File: src/hdl/grom_pkg.sv
package grom_pkg;

	localparam int addr_w = 12;
	localparam int data_w = 8;

	typedef logic [1:0]        reg_idx_t;
	typedef logic [addr_w-1:0] addr_t;
	typedef logic [data_w-1:0] data_t;

	// Opcode groups, upper nibble of the instruction
	localparam logic [3:0] op_mov_rr    = 4'b0000;
	localparam logic [3:0] op_arith     = 4'b0001;
	localparam logic [3:0] op_logic     = 4'b0010;
	localparam logic [3:0] op_incdec    = 4'b0011;
	localparam logic [3:0] op_load_ind  = 4'b0101;
	localparam logic [3:0] op_store_ind = 4'b0110;
	localparam logic [3:0] op_special   = 4'b0111;
	localparam logic [3:0] op_jcond     = 4'b1000;
	localparam logic [3:0] op_jump      = 4'b1001;
	localparam logic [3:0] op_ds_imm    = 4'b1110;
	localparam logic [3:0] op_imm       = 4'b1111;

	// Jump conditions in the low nibble of op_jcond
	localparam logic [3:0] cond_jmp = 4'h0;
	localparam logic [3:0] cond_jc  = 4'h1;
	localparam logic [3:0] cond_jnc = 4'h2;
	localparam logic [3:0] cond_jm  = 4'h3;
	localparam logic [3:0] cond_jp  = 4'h4;
	localparam logic [3:0] cond_jz  = 4'h5;
	localparam logic [3:0] cond_jnz = 4'h6;

	typedef struct packed {
		logic [3:0] op_group;
		reg_idx_t   field_a;
		reg_idx_t   field_b;
	} instr_short_t;

	typedef struct packed {
		logic [3:0] long_op;
		logic [3:0] nibble;
	} instr_long_t;

	typedef union packed {
		instr_short_t s;
		instr_long_t  l;
	} instr_t;

	typedef enum logic [2:0] {
		alu_add, alu_sub, alu_and, alu_or, alu_xor, alu_inc, alu_dec, alu_cmp
	} alu_op_t;

	typedef struct packed {
		logic cf;
		logic zf;
		logic sf;
	} flags_t;

	typedef struct packed {
		addr_t addr;
		logic  we;
		data_t wdata;
	} mem_req_t;

	typedef struct packed {
		logic     en;
		reg_idx_t idx;
		data_t    data;
	} reg_wr_t;

endpackage

File: src/hdl/grom_alu.sv
module grom_alu
	import grom_pkg::*;
(
	input  logic    clk,
	input  logic    reset,
	input  logic    alu_start,
	input  alu_op_t alu_op,
	input  data_t   alu_a,
	input  data_t   alu_b,
	output data_t   alu_result,
	output flags_t  flags
);

	logic [data_w:0] sum;   // Top bit is carry or borrow

	always_comb
	begin
		case (alu_op)
			alu_add: sum = {1'b0, alu_a} + {1'b0, alu_b};
			alu_sub,
			alu_cmp: sum = {1'b0, alu_a} - {1'b0, alu_b};
			alu_and: sum = {1'b0, alu_a & alu_b};
			alu_or:  sum = {1'b0, alu_a | alu_b};
			alu_xor: sum = {1'b0, alu_a ^ alu_b};
			alu_inc: sum = {1'b0, alu_b} + 1'b1;
			alu_dec: sum = {1'b0, alu_b} - 1'b1;
			default: sum = '0;
		endcase
	end

	always_ff @(posedge clk)
	begin
		if (alu_start)
			alu_result <= sum[data_w-1:0];
	end

	// Flags persist between operations
	always_ff @(posedge clk)
	begin
		if (reset)
			flags <= '0;
		else if (alu_start)
		begin
			flags.cf <= sum[data_w];
			flags.zf <= (sum[data_w-1:0] == '0);
			flags.sf <= sum[data_w-1];
		end
	end

	a_op_known: assert property (@(posedge clk) disable iff (reset)
		alu_start |-> !$isunknown(alu_op));

endmodule

File: src/hdl/grom_control.sv
module grom_control
	import grom_pkg::*;
(
	input  logic       clk,
	input  logic       reset,
	output mem_req_t   mem_req,
	output logic       mem_req_valid,
	input  logic       mem_req_ready,
	input  logic       mem_rsp_valid,
	input  data_t      mem_rdata,
	output logic       hlt,
	output reg_wr_t    reg_wr,
	output reg_idx_t   rd_idx_a,
	output reg_idx_t   rd_idx_b,
	input  data_t      rd_data_a,
	input  data_t      rd_data_b,
	output logic       ds_wr,
	output data_t      ds_data,
	input  logic [3:0] ds,
	output logic       alu_start,
	output alu_op_t    alu_op,
	output data_t      alu_a,
	output data_t      alu_b,
	input  data_t      alu_result,
	input  flags_t     flags
);

	typedef enum logic [2:0] {
		s_fetch_req, s_fetch_wait, s_decode, s_operand_req,
		s_operand_wait, s_exec_long, s_load_wait, s_alu_wait
	} state_t;

	state_t   state;
	addr_t    pc;
	instr_t   ir;
	data_t    operand;   // Second byte of long instructions
	reg_idx_t dest_idx;
	logic     alu_ok;
	logic     alu_writes;
	logic     jump_taken;

	// ALU operation from the short view
	always_comb
	begin
		alu_ok = 1'b1;
		alu_op = alu_add;
		case (ir.s.op_group)
			op_arith:
				case (ir.s.field_a)
					2'b00:   alu_op = alu_add;
					2'b01:   alu_op = alu_sub;
					default: alu_ok = 1'b0;   // ADC, SBC
				endcase
			op_logic:
				case (ir.s.field_a)
					2'b00:   alu_op = alu_and;
					2'b01:   alu_op = alu_or;
					2'b11:   alu_op = alu_xor;
					default: alu_ok = 1'b0;   // NOT
				endcase
			op_incdec:
				case (ir.s.field_a)
					2'b00:   alu_op = alu_inc;
					2'b01:   alu_op = alu_dec;
					2'b10:   alu_op = alu_cmp;
					default: alu_ok = 1'b0;   // TEST
				endcase
			default: alu_ok = 1'b0;
		endcase
	end

	assign alu_writes = !(ir.s.op_group == op_incdec && ir.s.field_a == 2'b10);

	always_comb
	begin
		case (ir.l.nibble)
			cond_jmp: jump_taken = 1'b1;
			cond_jc:  jump_taken = flags.cf;
			cond_jnc: jump_taken = !flags.cf;
			cond_jm:  jump_taken = flags.sf;
			cond_jp:  jump_taken = !flags.sf;
			cond_jz:  jump_taken = flags.zf;
			cond_jnz: jump_taken = !flags.zf;
			default:  jump_taken = 1'b0;
		endcase
	end

	// Port A is R0 except for the STORE address
	assign rd_idx_a  = (ir.s.op_group == op_store_ind) ? ir.s.field_a : 2'd0;
	assign rd_idx_b  = ir.s.field_b;
	assign alu_start = (state == s_decode) && !ir.l.long_op[3] && alu_ok;
	assign alu_a     = rd_data_a;
	assign alu_b     = rd_data_b;

	always_comb
	begin
		reg_wr  = '0;
		ds_wr   = 1'b0;
		ds_data = rd_data_b;
		case (state)
			s_decode:
				if (ir.s.op_group == op_mov_rr)
					reg_wr = '{en: 1'b1, idx: ir.s.field_a, data: rd_data_b};
				else if (ir.s.op_group == op_special && ir.s.field_a == 2'b01)
					ds_wr = 1'b1;   // MOV DS,Rb
			s_exec_long:
				if (ir.l.long_op == op_ds_imm)
				begin
					ds_wr   = 1'b1;
					ds_data = operand;
				end
				else if (ir.s.op_group == op_imm && ir.s.field_a == 2'b00)
					reg_wr = '{en: 1'b1, idx: ir.s.field_b, data: operand};
			s_load_wait: reg_wr = '{en: mem_rsp_valid, idx: dest_idx, data: mem_rdata};
			s_alu_wait:  reg_wr = '{en: alu_writes, idx: dest_idx, data: alu_result};
			default: ;
		endcase
	end

	always_ff @(posedge clk)
	begin
		if (reset)
		begin
			state         <= s_fetch_req;
			pc            <= '0;
			mem_req_valid <= 1'b0;
			hlt           <= 1'b0;
		end
		else
		begin
			if (mem_req_valid && mem_req_ready)
				mem_req_valid <= 1'b0;
			case (state)
				s_fetch_req:
					if (!hlt && !mem_req_valid)   // Also waits out a pending store
					begin
						mem_req       <= '{addr: pc, we: 1'b0, wdata: '0};
						mem_req_valid <= 1'b1;
						state         <= s_fetch_wait;
					end
				s_fetch_wait:
					if (mem_rsp_valid)
					begin
						ir    <= mem_rdata;
						pc    <= pc + 1'b1;
						state <= s_decode;
					end
				s_decode:
				begin
					state <= s_fetch_req;
					if (ir.l.long_op[3])
						state <= s_operand_req;
					else if (alu_ok)
					begin
						dest_idx <= (ir.s.op_group == op_incdec) ? ir.s.field_b : 2'd0;
						state    <= s_alu_wait;
					end
					else
						case (ir.s.op_group)
							op_load_ind:
							begin
								mem_req       <= '{addr: {ds, rd_data_b}, we: 1'b0, wdata: '0};
								mem_req_valid <= 1'b1;
								dest_idx      <= ir.s.field_a;
								state         <= s_load_wait;
							end
							op_store_ind:
							begin
								mem_req       <= '{addr: {ds, rd_data_a}, we: 1'b1, wdata: rd_data_b};
								mem_req_valid <= 1'b1;
							end
							op_special:
								if (ir.s.field_a == 2'b11 && ir.s.field_b == 2'b11)
									hlt <= 1'b1;
							default: ;   // No-op
						endcase
				end
				s_operand_req:
				begin
					mem_req       <= '{addr: pc, we: 1'b0, wdata: '0};
					mem_req_valid <= 1'b1;
					pc            <= pc + 1'b1;
					state         <= s_operand_wait;
				end
				s_operand_wait:
					if (mem_rsp_valid)
					begin
						operand <= mem_rdata;
						state   <= s_exec_long;
					end
				s_exec_long:
				begin
					state <= s_fetch_req;
					case (ir.l.long_op)
						op_jcond:
							if (jump_taken)
								pc <= {pc[addr_w-1:data_w], operand};   // Same page
						op_jump: pc <= {ir.l.nibble, operand};
						op_imm:
							case (ir.s.field_a)
								2'b01:
								begin
									mem_req       <= '{addr: {ds, operand}, we: 1'b0, wdata: '0};
									mem_req_valid <= 1'b1;
									dest_idx      <= ir.s.field_b;
									state         <= s_load_wait;
								end
								2'b10:
								begin
									mem_req       <= '{addr: {ds, operand}, we: 1'b1, wdata: rd_data_b};
									mem_req_valid <= 1'b1;
								end
								default: ;
							endcase
						default: ;
					endcase
				end
				s_load_wait:
					if (mem_rsp_valid)
						state <= s_fetch_req;
				s_alu_wait: state <= s_fetch_req;
				default:    state <= s_fetch_req;
			endcase
		end
	end

	a_req_stable: assert property (@(posedge clk) disable iff (reset)
		mem_req_valid && !mem_req_ready |=> mem_req_valid && $stable(mem_req));

	a_no_req_halted: assert property (@(posedge clk) disable iff (reset)
		hlt |-> !mem_req_valid);

endmodule

File: src/hdl/grom_cpu.sv
module grom_cpu
	import grom_pkg::*;
(
	input  logic     clk,
	input  logic     reset,
	output mem_req_t mem_req,
	output logic     mem_req_valid,
	input  logic     mem_req_ready,
	input  logic     mem_rsp_valid,
	input  data_t    mem_rdata,
	output logic     hlt
);

	reg_wr_t    reg_wr;
	reg_idx_t   rd_idx_a;
	reg_idx_t   rd_idx_b;
	data_t      rd_data_a;
	data_t      rd_data_b;
	logic       ds_wr;
	data_t      ds_data;
	logic [3:0] ds;       // Data segment nibble
	logic       alu_start;
	alu_op_t    alu_op;
	data_t      alu_a;
	data_t      alu_b;
	data_t      alu_result;
	flags_t     flags;

	grom_control control_i (
		.clk, .reset,
		.mem_req, .mem_req_valid, .mem_req_ready, .mem_rsp_valid, .mem_rdata,
		.hlt,
		.reg_wr, .rd_idx_a, .rd_idx_b, .rd_data_a, .rd_data_b,
		.ds_wr, .ds_data, .ds,
		.alu_start, .alu_op, .alu_a, .alu_b, .alu_result, .flags
	);

	grom_regfile regfile_i (
		.clk, .reset,
		.reg_wr, .rd_idx_a, .rd_idx_b, .rd_data_a, .rd_data_b,
		.ds_wr, .ds_data, .ds
	);

	grom_alu alu_i (
		.clk, .reset,
		.alu_start, .alu_op, .alu_a, .alu_b, .alu_result, .flags
	);

endmodule

File: src/hdl/grom_regfile.sv
module grom_regfile
	import grom_pkg::*;
(
	input  logic       clk,
	input  logic       reset,
	input  reg_wr_t    reg_wr,
	input  reg_idx_t   rd_idx_a,
	input  reg_idx_t   rd_idx_b,
	output data_t      rd_data_a,
	output data_t      rd_data_b,
	input  logic       ds_wr,
	input  data_t      ds_data,
	output logic [3:0] ds
);

	data_t r [4];   // R0 to R3

	always_ff @(posedge clk)
	begin
		if (reset)
		begin
			r  <= '{default: '0};
			ds <= 4'h0;
		end
		else
		begin
			if (reg_wr.en)
				r[reg_wr.idx] <= reg_wr.data;
			if (ds_wr)
				ds <= ds_data[3:0];
		end
	end

	assign rd_data_a = r[rd_idx_a];
	assign rd_data_b = r[rd_idx_b];

endmodule

File: config.mk
export PLATFORM = sky130hd
export DESIGN_NAME = grom_cpu
export DESIGN_NICKNAME = d
export VERILOG_FILES = /design/src/hdl/grom_pkg.sv /design/src/hdl/grom_alu.sv /design/src/hdl/grom_control.sv /design/src/hdl/grom_cpu.sv /design/src/hdl/grom_regfile.sv
export SDC_FILE = /design/constraint.sdc
export NUM_CORES = 1
export LEC_CHECK = 0
export ABC_AREA = 1
export BUFFER_PORTS_ARGS = -buffer_cell sky130_fd_sc_hd__buf_2
export CAP_MARGIN = 0
export CORE_MARGIN = 2
export CORE_UTILIZATION = 31
export DETAILED_ROUTE_END_ITERATION = 12
export SLEW_MARGIN = 15
export SYNTH_ARGS = -nofsm -noshare
export SYNTH_HDL_FRONTEND = slang
export SYNTH_SLANG_ARGS = --single-unit
export TNS_END_PERCENT = 5
File: constraint.sdc
create_clock -name clk -period 6.1 [get_ports clk]
set_input_delay 0.915 -clock clk [delete_from_list [all_inputs] [get_ports clk]]
set_output_delay 0.915 -clock clk [all_outputs]
set_load 0.02 [all_outputs]
==> results of run 1 <==
==> power breakdown <==
part	leakage (nW)	internal [W]	switching [W]
logic	2.52	0.000301	0.000650
clock network	0.152	0.000324	0.000280
registers	0.893	0.000866	0.0000666
total	3.57	0.00149	0.000996
==> through the flow <==
stage	total power (W)	hold WS, ps	area, µm²
2_1_floorplan	0.00163	439	7100
3_3_place_gp	0.00189	454	7570
3_5_place_dp	0.00189	455	7570
4_1_cts	0.00249	468	7880
5_1_grt	0.00266	485	7880
6_report	0.00249	469	7880
==> kinds of logic after synthesis <==
logic type	Yosys count	share of synthesized area [%]
simple gates	395	25.4
compound gates	235	19.3
buf+inv	183	10.2
flops	103	35.7
fa+ha+maj	43	7.79
xor+xnor	13	1.60
==> synthesized netlist by cell type, types with 13 or more instances <==
master,count,area [µm²]
nand4_1,19,119
nand3_1,54,270
nand2_2,13,81.3
dfxtp_1,56,1120
nor2_1,70,263
a21oi_1,76,380
inv_2,13,48.8
inv_1,147,552
ha_1,41,513
o21ai_0,81,405
edfxtp_1,47,1410
nand2_1,198,743
==> per-layer routing <==
layer	track usage (%)	vias to the layer above	part of all wire (%)
li1	-	3317	-
met4	8.21	0	3.8
met5	0	-	0
met3	4.48	56	8.0
met2	29.8	284	45
met1	24.2	3144	44
==> registers in the layout, summed over array words and instances (netlist names), 3 cells and up <==
| signal | flops |
|---|---|
| control_i.state | 3 |
| control_i.pc | 12 |
| regfile_i.r | 32 |
| control_i.operand | 8 |
| regfile_i.ds | 4 |
| control_i.ir | 8 |
| control_i.mem_req | 21 |
| alu_i.flags | 3 |
| alu_i.alu_result | 8 |
==> critical path: cells and delay by family (launching register included) <==
kind | cells | cell delay (ps)
AND/OR/NAND/NOR | 13 | 1660
XOR/XNOR | 1 | 140
AO/OA/AOI/OAI | 7 | 790
adder cells (fa/ha/maj) | 2 | 570
flip-flops | 1 | 510
buffers and inverters | 5 | 630
==> area by class of cell <==
cell class	count	share of cell area (%)
timing repair buffer	40	2.73
clock inverter	7	1.00
clock buffer	9	2.86
sequential	103	32.2
tap	285	4.53
multi-input combinational	686	48.9
inverter	163	7.80
==> how the worst max path moves through the flow <==
| stage | from | end | slack (ps) |
|---|---|---|---|
| global placement | control_i.ir[4] | alu_i.flags[1] | 1920 |
| floorplan | reset | control_i.mem_req[0] | 920 |
| detailed placement | control_i.ir[4] | alu_i.flags[1] | 1870 |
| CTS | control_i.ir[4] | alu_i.flags[1] | 1800 |
| finish | control_i.ir[7] | alu_i.flags[1] | 1720 |
| global route | control_i.ir[4] | alu_i.flags[1] | 1370 |
==> results.txt, run 1 <==
----------------------------------------------------
[Clock network]
  Insertion delay to the later sink of the worst-skew pair ... 360 ps
  Total number of clock tree sinks ... 103
  Total number of H-tree levels ... 3
  CTS clock-pin slew for the worst setup and hold paths ... 80 ps
  Number of hold buffers added after CTS ... 0
  Buffers from clock root to sink, at most ... 2
  Number of buffers created by CTS ... 9
  CTS tree ... built
  Post-cts resize count ... 0
  Number of buffers inserted by post-CTS setup repair ... 0
  Root Buffer ... clkbuf_16

[Synth]
  Async S/R FF share, synth ... 0%
  Post-synth design cell area ... 7100 µm²
  Dominant synthesized flop cell ... dfxtp_1
  Count of unique library cells instantiated by Yosys ... 49
  Synthesized Nets ... 1,027
  Flip-flop and latch count after synthesis ... 103
  Number of synthesis warnings ... 0
  Instance count of the mapped netlist ... 972
  Share of the yosys chip area belonging to registers ... 35.7%
  Synthesized area divided by synthesized cell count ... 7.30 µm²
  Post-synth EDFFs ... 47

[Finish]
  Growth of design area from synthesis to finish ... 10.9%
  Total Nets Final ... 1,058
  Multi-input gate area ... 3850 µm²
  Count of antenna diodes in the layout ... 0
  Final std cells w/o fill ... 1,293
  Reg area ... 2530 µm²
  Final Util ... 34.9%
  Fill cell count ... 2,417
  Most common cell after layout, fill and taps aside ... nand2_1
  Top library cells by usage in the layout, fill and taps aside ... nand2_1, inv_1, o21ai_0
  Layout cells sized above 1 ... 11.9%

[Flow run]
  Reported max-cap violation count ... 0

[Floorplanning]
  Placeable Area ... 22,600 µm²
  Initial Util ... 31.5%
  Die area ... 24,100 µm²
  Number of cell rows ... 55
  Chip Width ... 155 µm
  Floorplan die height ... 155 µm
  Count of boundary I/O pins ... 35

[Worst setup path]
  Reg-to-reg critical path endpoint ... alu_i.flags[1]
  Max incr delay on CP ... 510 ps
  Worst r2r src ... control_i.ir[7]
  Register-to-Register Path Depth ... 28
  Worst endpoint data arrival time ... 4660 ps
  Critical path launch point type ... register
  Cell at the slowest stage of the critical path ... edfxtp_1
  Largest fanout on the critical path ... 11
  Kind of capture point of the worst setup path ... register
  Required time of the critical path ... 6380 ps
  Worst Path Class, Setup ... reg2reg
  Worst reg-to-reg setup slack ... 1720 ps

[Timing]
  Min setup slack post-route ... 1720 ps
  Period Utilization, post-route ... 71.8%
  Post-route setup TNS ... 0 ps
  Clock period minus final worst setup slack ... 4380 ps
  Hold violation total from the final report ... 0
  Post-route clock skew ... 14.5 ps
  Number of pins with negative max-slew slack in the final report ... 0
  Fmax ... 228 MHz
  Relative slew slack ... 44.3%
  Unrepaired setup endpoints after global routing ... no
  Transition at the pin with the smallest max-transition slack ... 831 ps
  Final setup vio count ... 0

[Global route]
  Antenna violations before repair ... 0
  Vias in the first global route ... 6,269
  First-pass GRT wire length ... 34.8 mm
  Sum of overflow across all layers after global routing ... 0
  Maximum number of pins on one net before global-route repair ... 45
  Gr usage total ... 18.8%

[Pwr]
  Leak Pwr ... 3.57 nW
  IR Drop Worst-Case VDD ... 0.143 mV
  Pwr per Cell Area ... 316 nW/µm²

[Hold path]
  Hold WC Path Type ... reg2reg
  Worst hold path endpoint ... control_i.pc[11]
  Hold Crit Start ... control_i.pc[11]
  Hold path cells ... 2

[Placement]
  # placed instances ... 1,277
  Port bufs ... 34
  DP HPWL ... 17.0 mm
  Final weighted congestion of routability-driven global placement ... 0.933
  Setup WS pre-CTS ... 1870 ps

[Routing]
  Residual antenna-violating net count after detailed routing ... 0
  Total DRC errors in the routed layout ... 0
  Routed WL ... 22.5 mm
  Post-DR vias/cell ... 5.26
  Detailed-routing iteration count for the pre-antenna-repair pass ... 6
  First DRT Iteration DRCs ... 727
  Routed wirelength normalized by instance count ... 17.4 µm
  Number of vias in the routed layout ... 6,801

[Status]
  Result of the run ... completed

----------------------------------------------------
Power figures use the tool's default switching activity.
==> run 2: changes to the inputs <==
clock period = 4.48 ns   (was 6.1 ns; I/O delays follow)
==> run 2 against run 1 <==
Critical path depth is 2 lower. Power grew 36%. Clock power grew 33%. Largest cell class unchanged.
==> results.txt, run 2 (same netlist as run 1, synthesis figures left out) <==
----------------------------------------------------
[Hold path]
  Hold path cells ... 2
  Worst hold path endpoint ... control_i.pc[11]
  Hold Crit Start ... control_i.pc[11]
  Hold WC Path Type ... reg2reg

[Finish]
  Growth of design area from synthesis to finish ... 11.3%
  Largest regs ... regfile_i.r: 32 flops, control_i.mem_req: 21 flops, control_i.pc: 12 flops
  Most common cell after layout, fill and taps aside ... nand2_1
  Flip-flop count of the largest register, all copies and words added ... 32
  Final Util ... 35.0%
  Fill cell count ... 2,388
  Multi-input gate area ... 3850 µm²
  Layout cells sized above 1 ... 12.2%
  Reg area ... 2530 µm²
  Total Nets Final ... 1,064
  Top library cells by usage in the layout, fill and taps aside ... nand2_1, inv_1, o21ai_0
  Most flops, register ... regfile_i.r
  Count of antenna diodes in the layout ... 0

[Placement]
  Final weighted congestion of routability-driven global placement ... 0.929
  DP HPWL ... 17.3 mm
  Port bufs ... 34

[Flow run]
  Reported max-cap violation count ... 0

[Clock network]
  CTS clock-pin slew for the worst setup and hold paths ... 80 ps
  Total number of H-tree levels ... 3
  Number of hold buffers added after CTS ... 0
  Root Buffer ... clkbuf_16
  Number of buffers created by CTS ... 9
  Post-cts resize count ... 0
  Number of buffers inserted by post-CTS setup repair ... 0
  CTS tree ... built
  Buffers from clock root to sink, at most ... 2
  Total number of clock tree sinks ... 103
  Insertion delay to the later sink of the worst-skew pair ... 370 ps

[Worst setup path]
  Worst Path Class, Setup ... reg2reg
  Kind of capture point of the worst setup path ... register
  Largest fanout on the critical path ... 22
  Worst endpoint data arrival time ... 4400 ps
  Required time of the critical path ... 4770 ps
  Worst r2r src ... control_i.ir[7]
  Register-to-Register Path Depth ... 26
  Worst reg-to-reg setup slack ... 370 ps
  Reg-to-reg critical path endpoint ... alu_i.flags[1]
  Critical path launch point type ... register

[Pwr]
  Leak Pwr ... 3.58 nW
  Pwr per Cell Area ... 428 nW/µm²
  Part of the total power dissipated in the clock network ... 23.8%
  Internal Power ... 0.00198 W
  Combinational cell fraction of total power ... 38.7%
  IR Drop Worst-Case VDD ... 0.202 mV
  Portion of total power attributed to sequential cells ... 37.5%
  Net switching fraction of the power ... 41.3%
  Switching power summed over all nets ... 0.00139 W

[Timing]
  Relative slew slack ... 39.7%
  Final setup vio count ... 0
  Fmax ... 243 MHz
  Number of pins with negative max-slew slack in the final report ... 0
  Clock period minus final worst setup slack ... 4110 ps
  Post-route setup TNS ... 0 ps
  Hold violation total from the final report ... 0
  Unrepaired setup endpoints after global routing ... no
  Transition at the pin with the smallest max-transition slack ... 904 ps
  Period Utilization, post-route ... 91.8%
  Tightest hold margin ... 470 ps
  Post-route clock skew ... 13.4 ps

[Routing]
  First DRT Iteration DRCs ... 781
  Residual antenna-violating net count after detailed routing ... 0
  Number of vias in the routed layout ... 6,833
  Detailed-routing iteration count for the pre-antenna-repair pass ... 9
  Routed WL ... 23.0 mm
  Routed wirelength normalized by instance count ... 17.7 µm
  Total DRC errors in the routed layout ... 0
  Post-DR vias/cell ... 5.26

[Floorplanning]
  Floorplan die height ... 155 µm
  Chip Width ... 155 µm
  Number of cell rows ... 55
  Placeable Area ... 22,600 µm²
  Initial Util ... 31.5%
  Die area ... 24,100 µm²
  Count of boundary I/O pins ... 35

[Global route]
  Vias in the first global route ... 6,224
  Antenna violations before repair ... 0
  Maximum number of pins on one net before global-route repair ... 44
  First-pass GRT wire length ... 35.2 mm
  Gr usage total ... 19.0%
  Sum of overflow across all layers after global routing ... 0

[Status]
  Result of the run ... completed

----------------------------------------------------
run 2: layout make-up:
class / instances / share of cell area (%)
well taps: 285 / 4.51
clock buffers: 9 / 2.85
flip-flops and latches: 103 / 32.0
clock inverters: 7 / 0.839
inverters: 163 / 7.77
multi-input cells: 686 / 48.7
repair buffers: 46 / 3.29
run 2: how the worst max path moves through the flow:
stage,from,endpoint,slack (ps),cells past startpoint
after floorplan,control_i.state[2],control_i.mem_req[0],480,7
after global placement,control_i.ir[7],alu_i.flags[1],610,26
after detailed placement,control_i.ir[7],alu_i.flags[1],480,26
after CTS,control_i.ir[7],alu_i.flags[1],430,26
after global routing,control_i.ir[4],alu_i.flags[1],30,28
final,control_i.ir[7],alu_i.flags[1],370,26
run 2: power groups by stage:
| stage | combinational [W] | sequential [W] | clock [W] |
|---|---|---|---|
| after CTS | 0.00130 | 0.00127 | 0.000812 |
| after detailed placement | 0.00129 | 0.00129 | 0 |
| final | 0.00131 | 0.00127 | 0.000806 |
| after floorplan | 0.000844 | 0.00137 | 0 |
| after global routing | 0.00146 | 0.00128 | 0.000855 |
| after global placement | 0.00130 | 0.00128 | 0 |
run 2: per-stage QoR:
| stage | total power [W] | std cells | cell area, µm² | setup WS [ps] |
|---|---|---|---|---|
| finish | 0.00338 | 1299 | 7900 | 369 |
| CTS | 0.00338 | 1299 | 7900 | 429 |
| detailed placement | 0.00258 | 1283 | 7610 | 483 |
| global placement | 0.00258 | 1283 | 7610 | 615 |
| floorplan | 0.00222 | 972 | 7100 | 479 |
| global route | 0.00360 | 1299 | 7900 | 34.7 |
run 2: metal layers:
metal | share of wire, % | vias up | routed length, µm | global-route usage, %
met1 | 45 | 3195 | 10300 | 25.7
met4 | 2.6 | 0 | 608 | 6.95
met2 | 45 | 280 | 10300 | 30.6
li1 | - | 3323 | - | -
met3 | 7.6 | 35 | 1730 | 3.09
met5 | 0 | - | 0 | 0
run 2: critical path: stages, from the launching register on:
cell	delay, ps
edfxtp_1	510
inv_2	130
nand2_2	100
nor2_4	280
nand2_4	220
o211ai_1	240
nand2_2	180
inv_1	150
ha_1	210
nand3_1	160
nor2_4	140
a31oi_1	80
a21oi_1	120
o21ai_0	90
ha_1	350
nand2_1	80
inv_1	50
a21oi_1	130
nand2_1	80
xor2_1	140
inv_1	50
nor2_1	40
nor2_1	160
nand2_1	70
nor2_1	100
nand2_1	50
a21oi_1	120
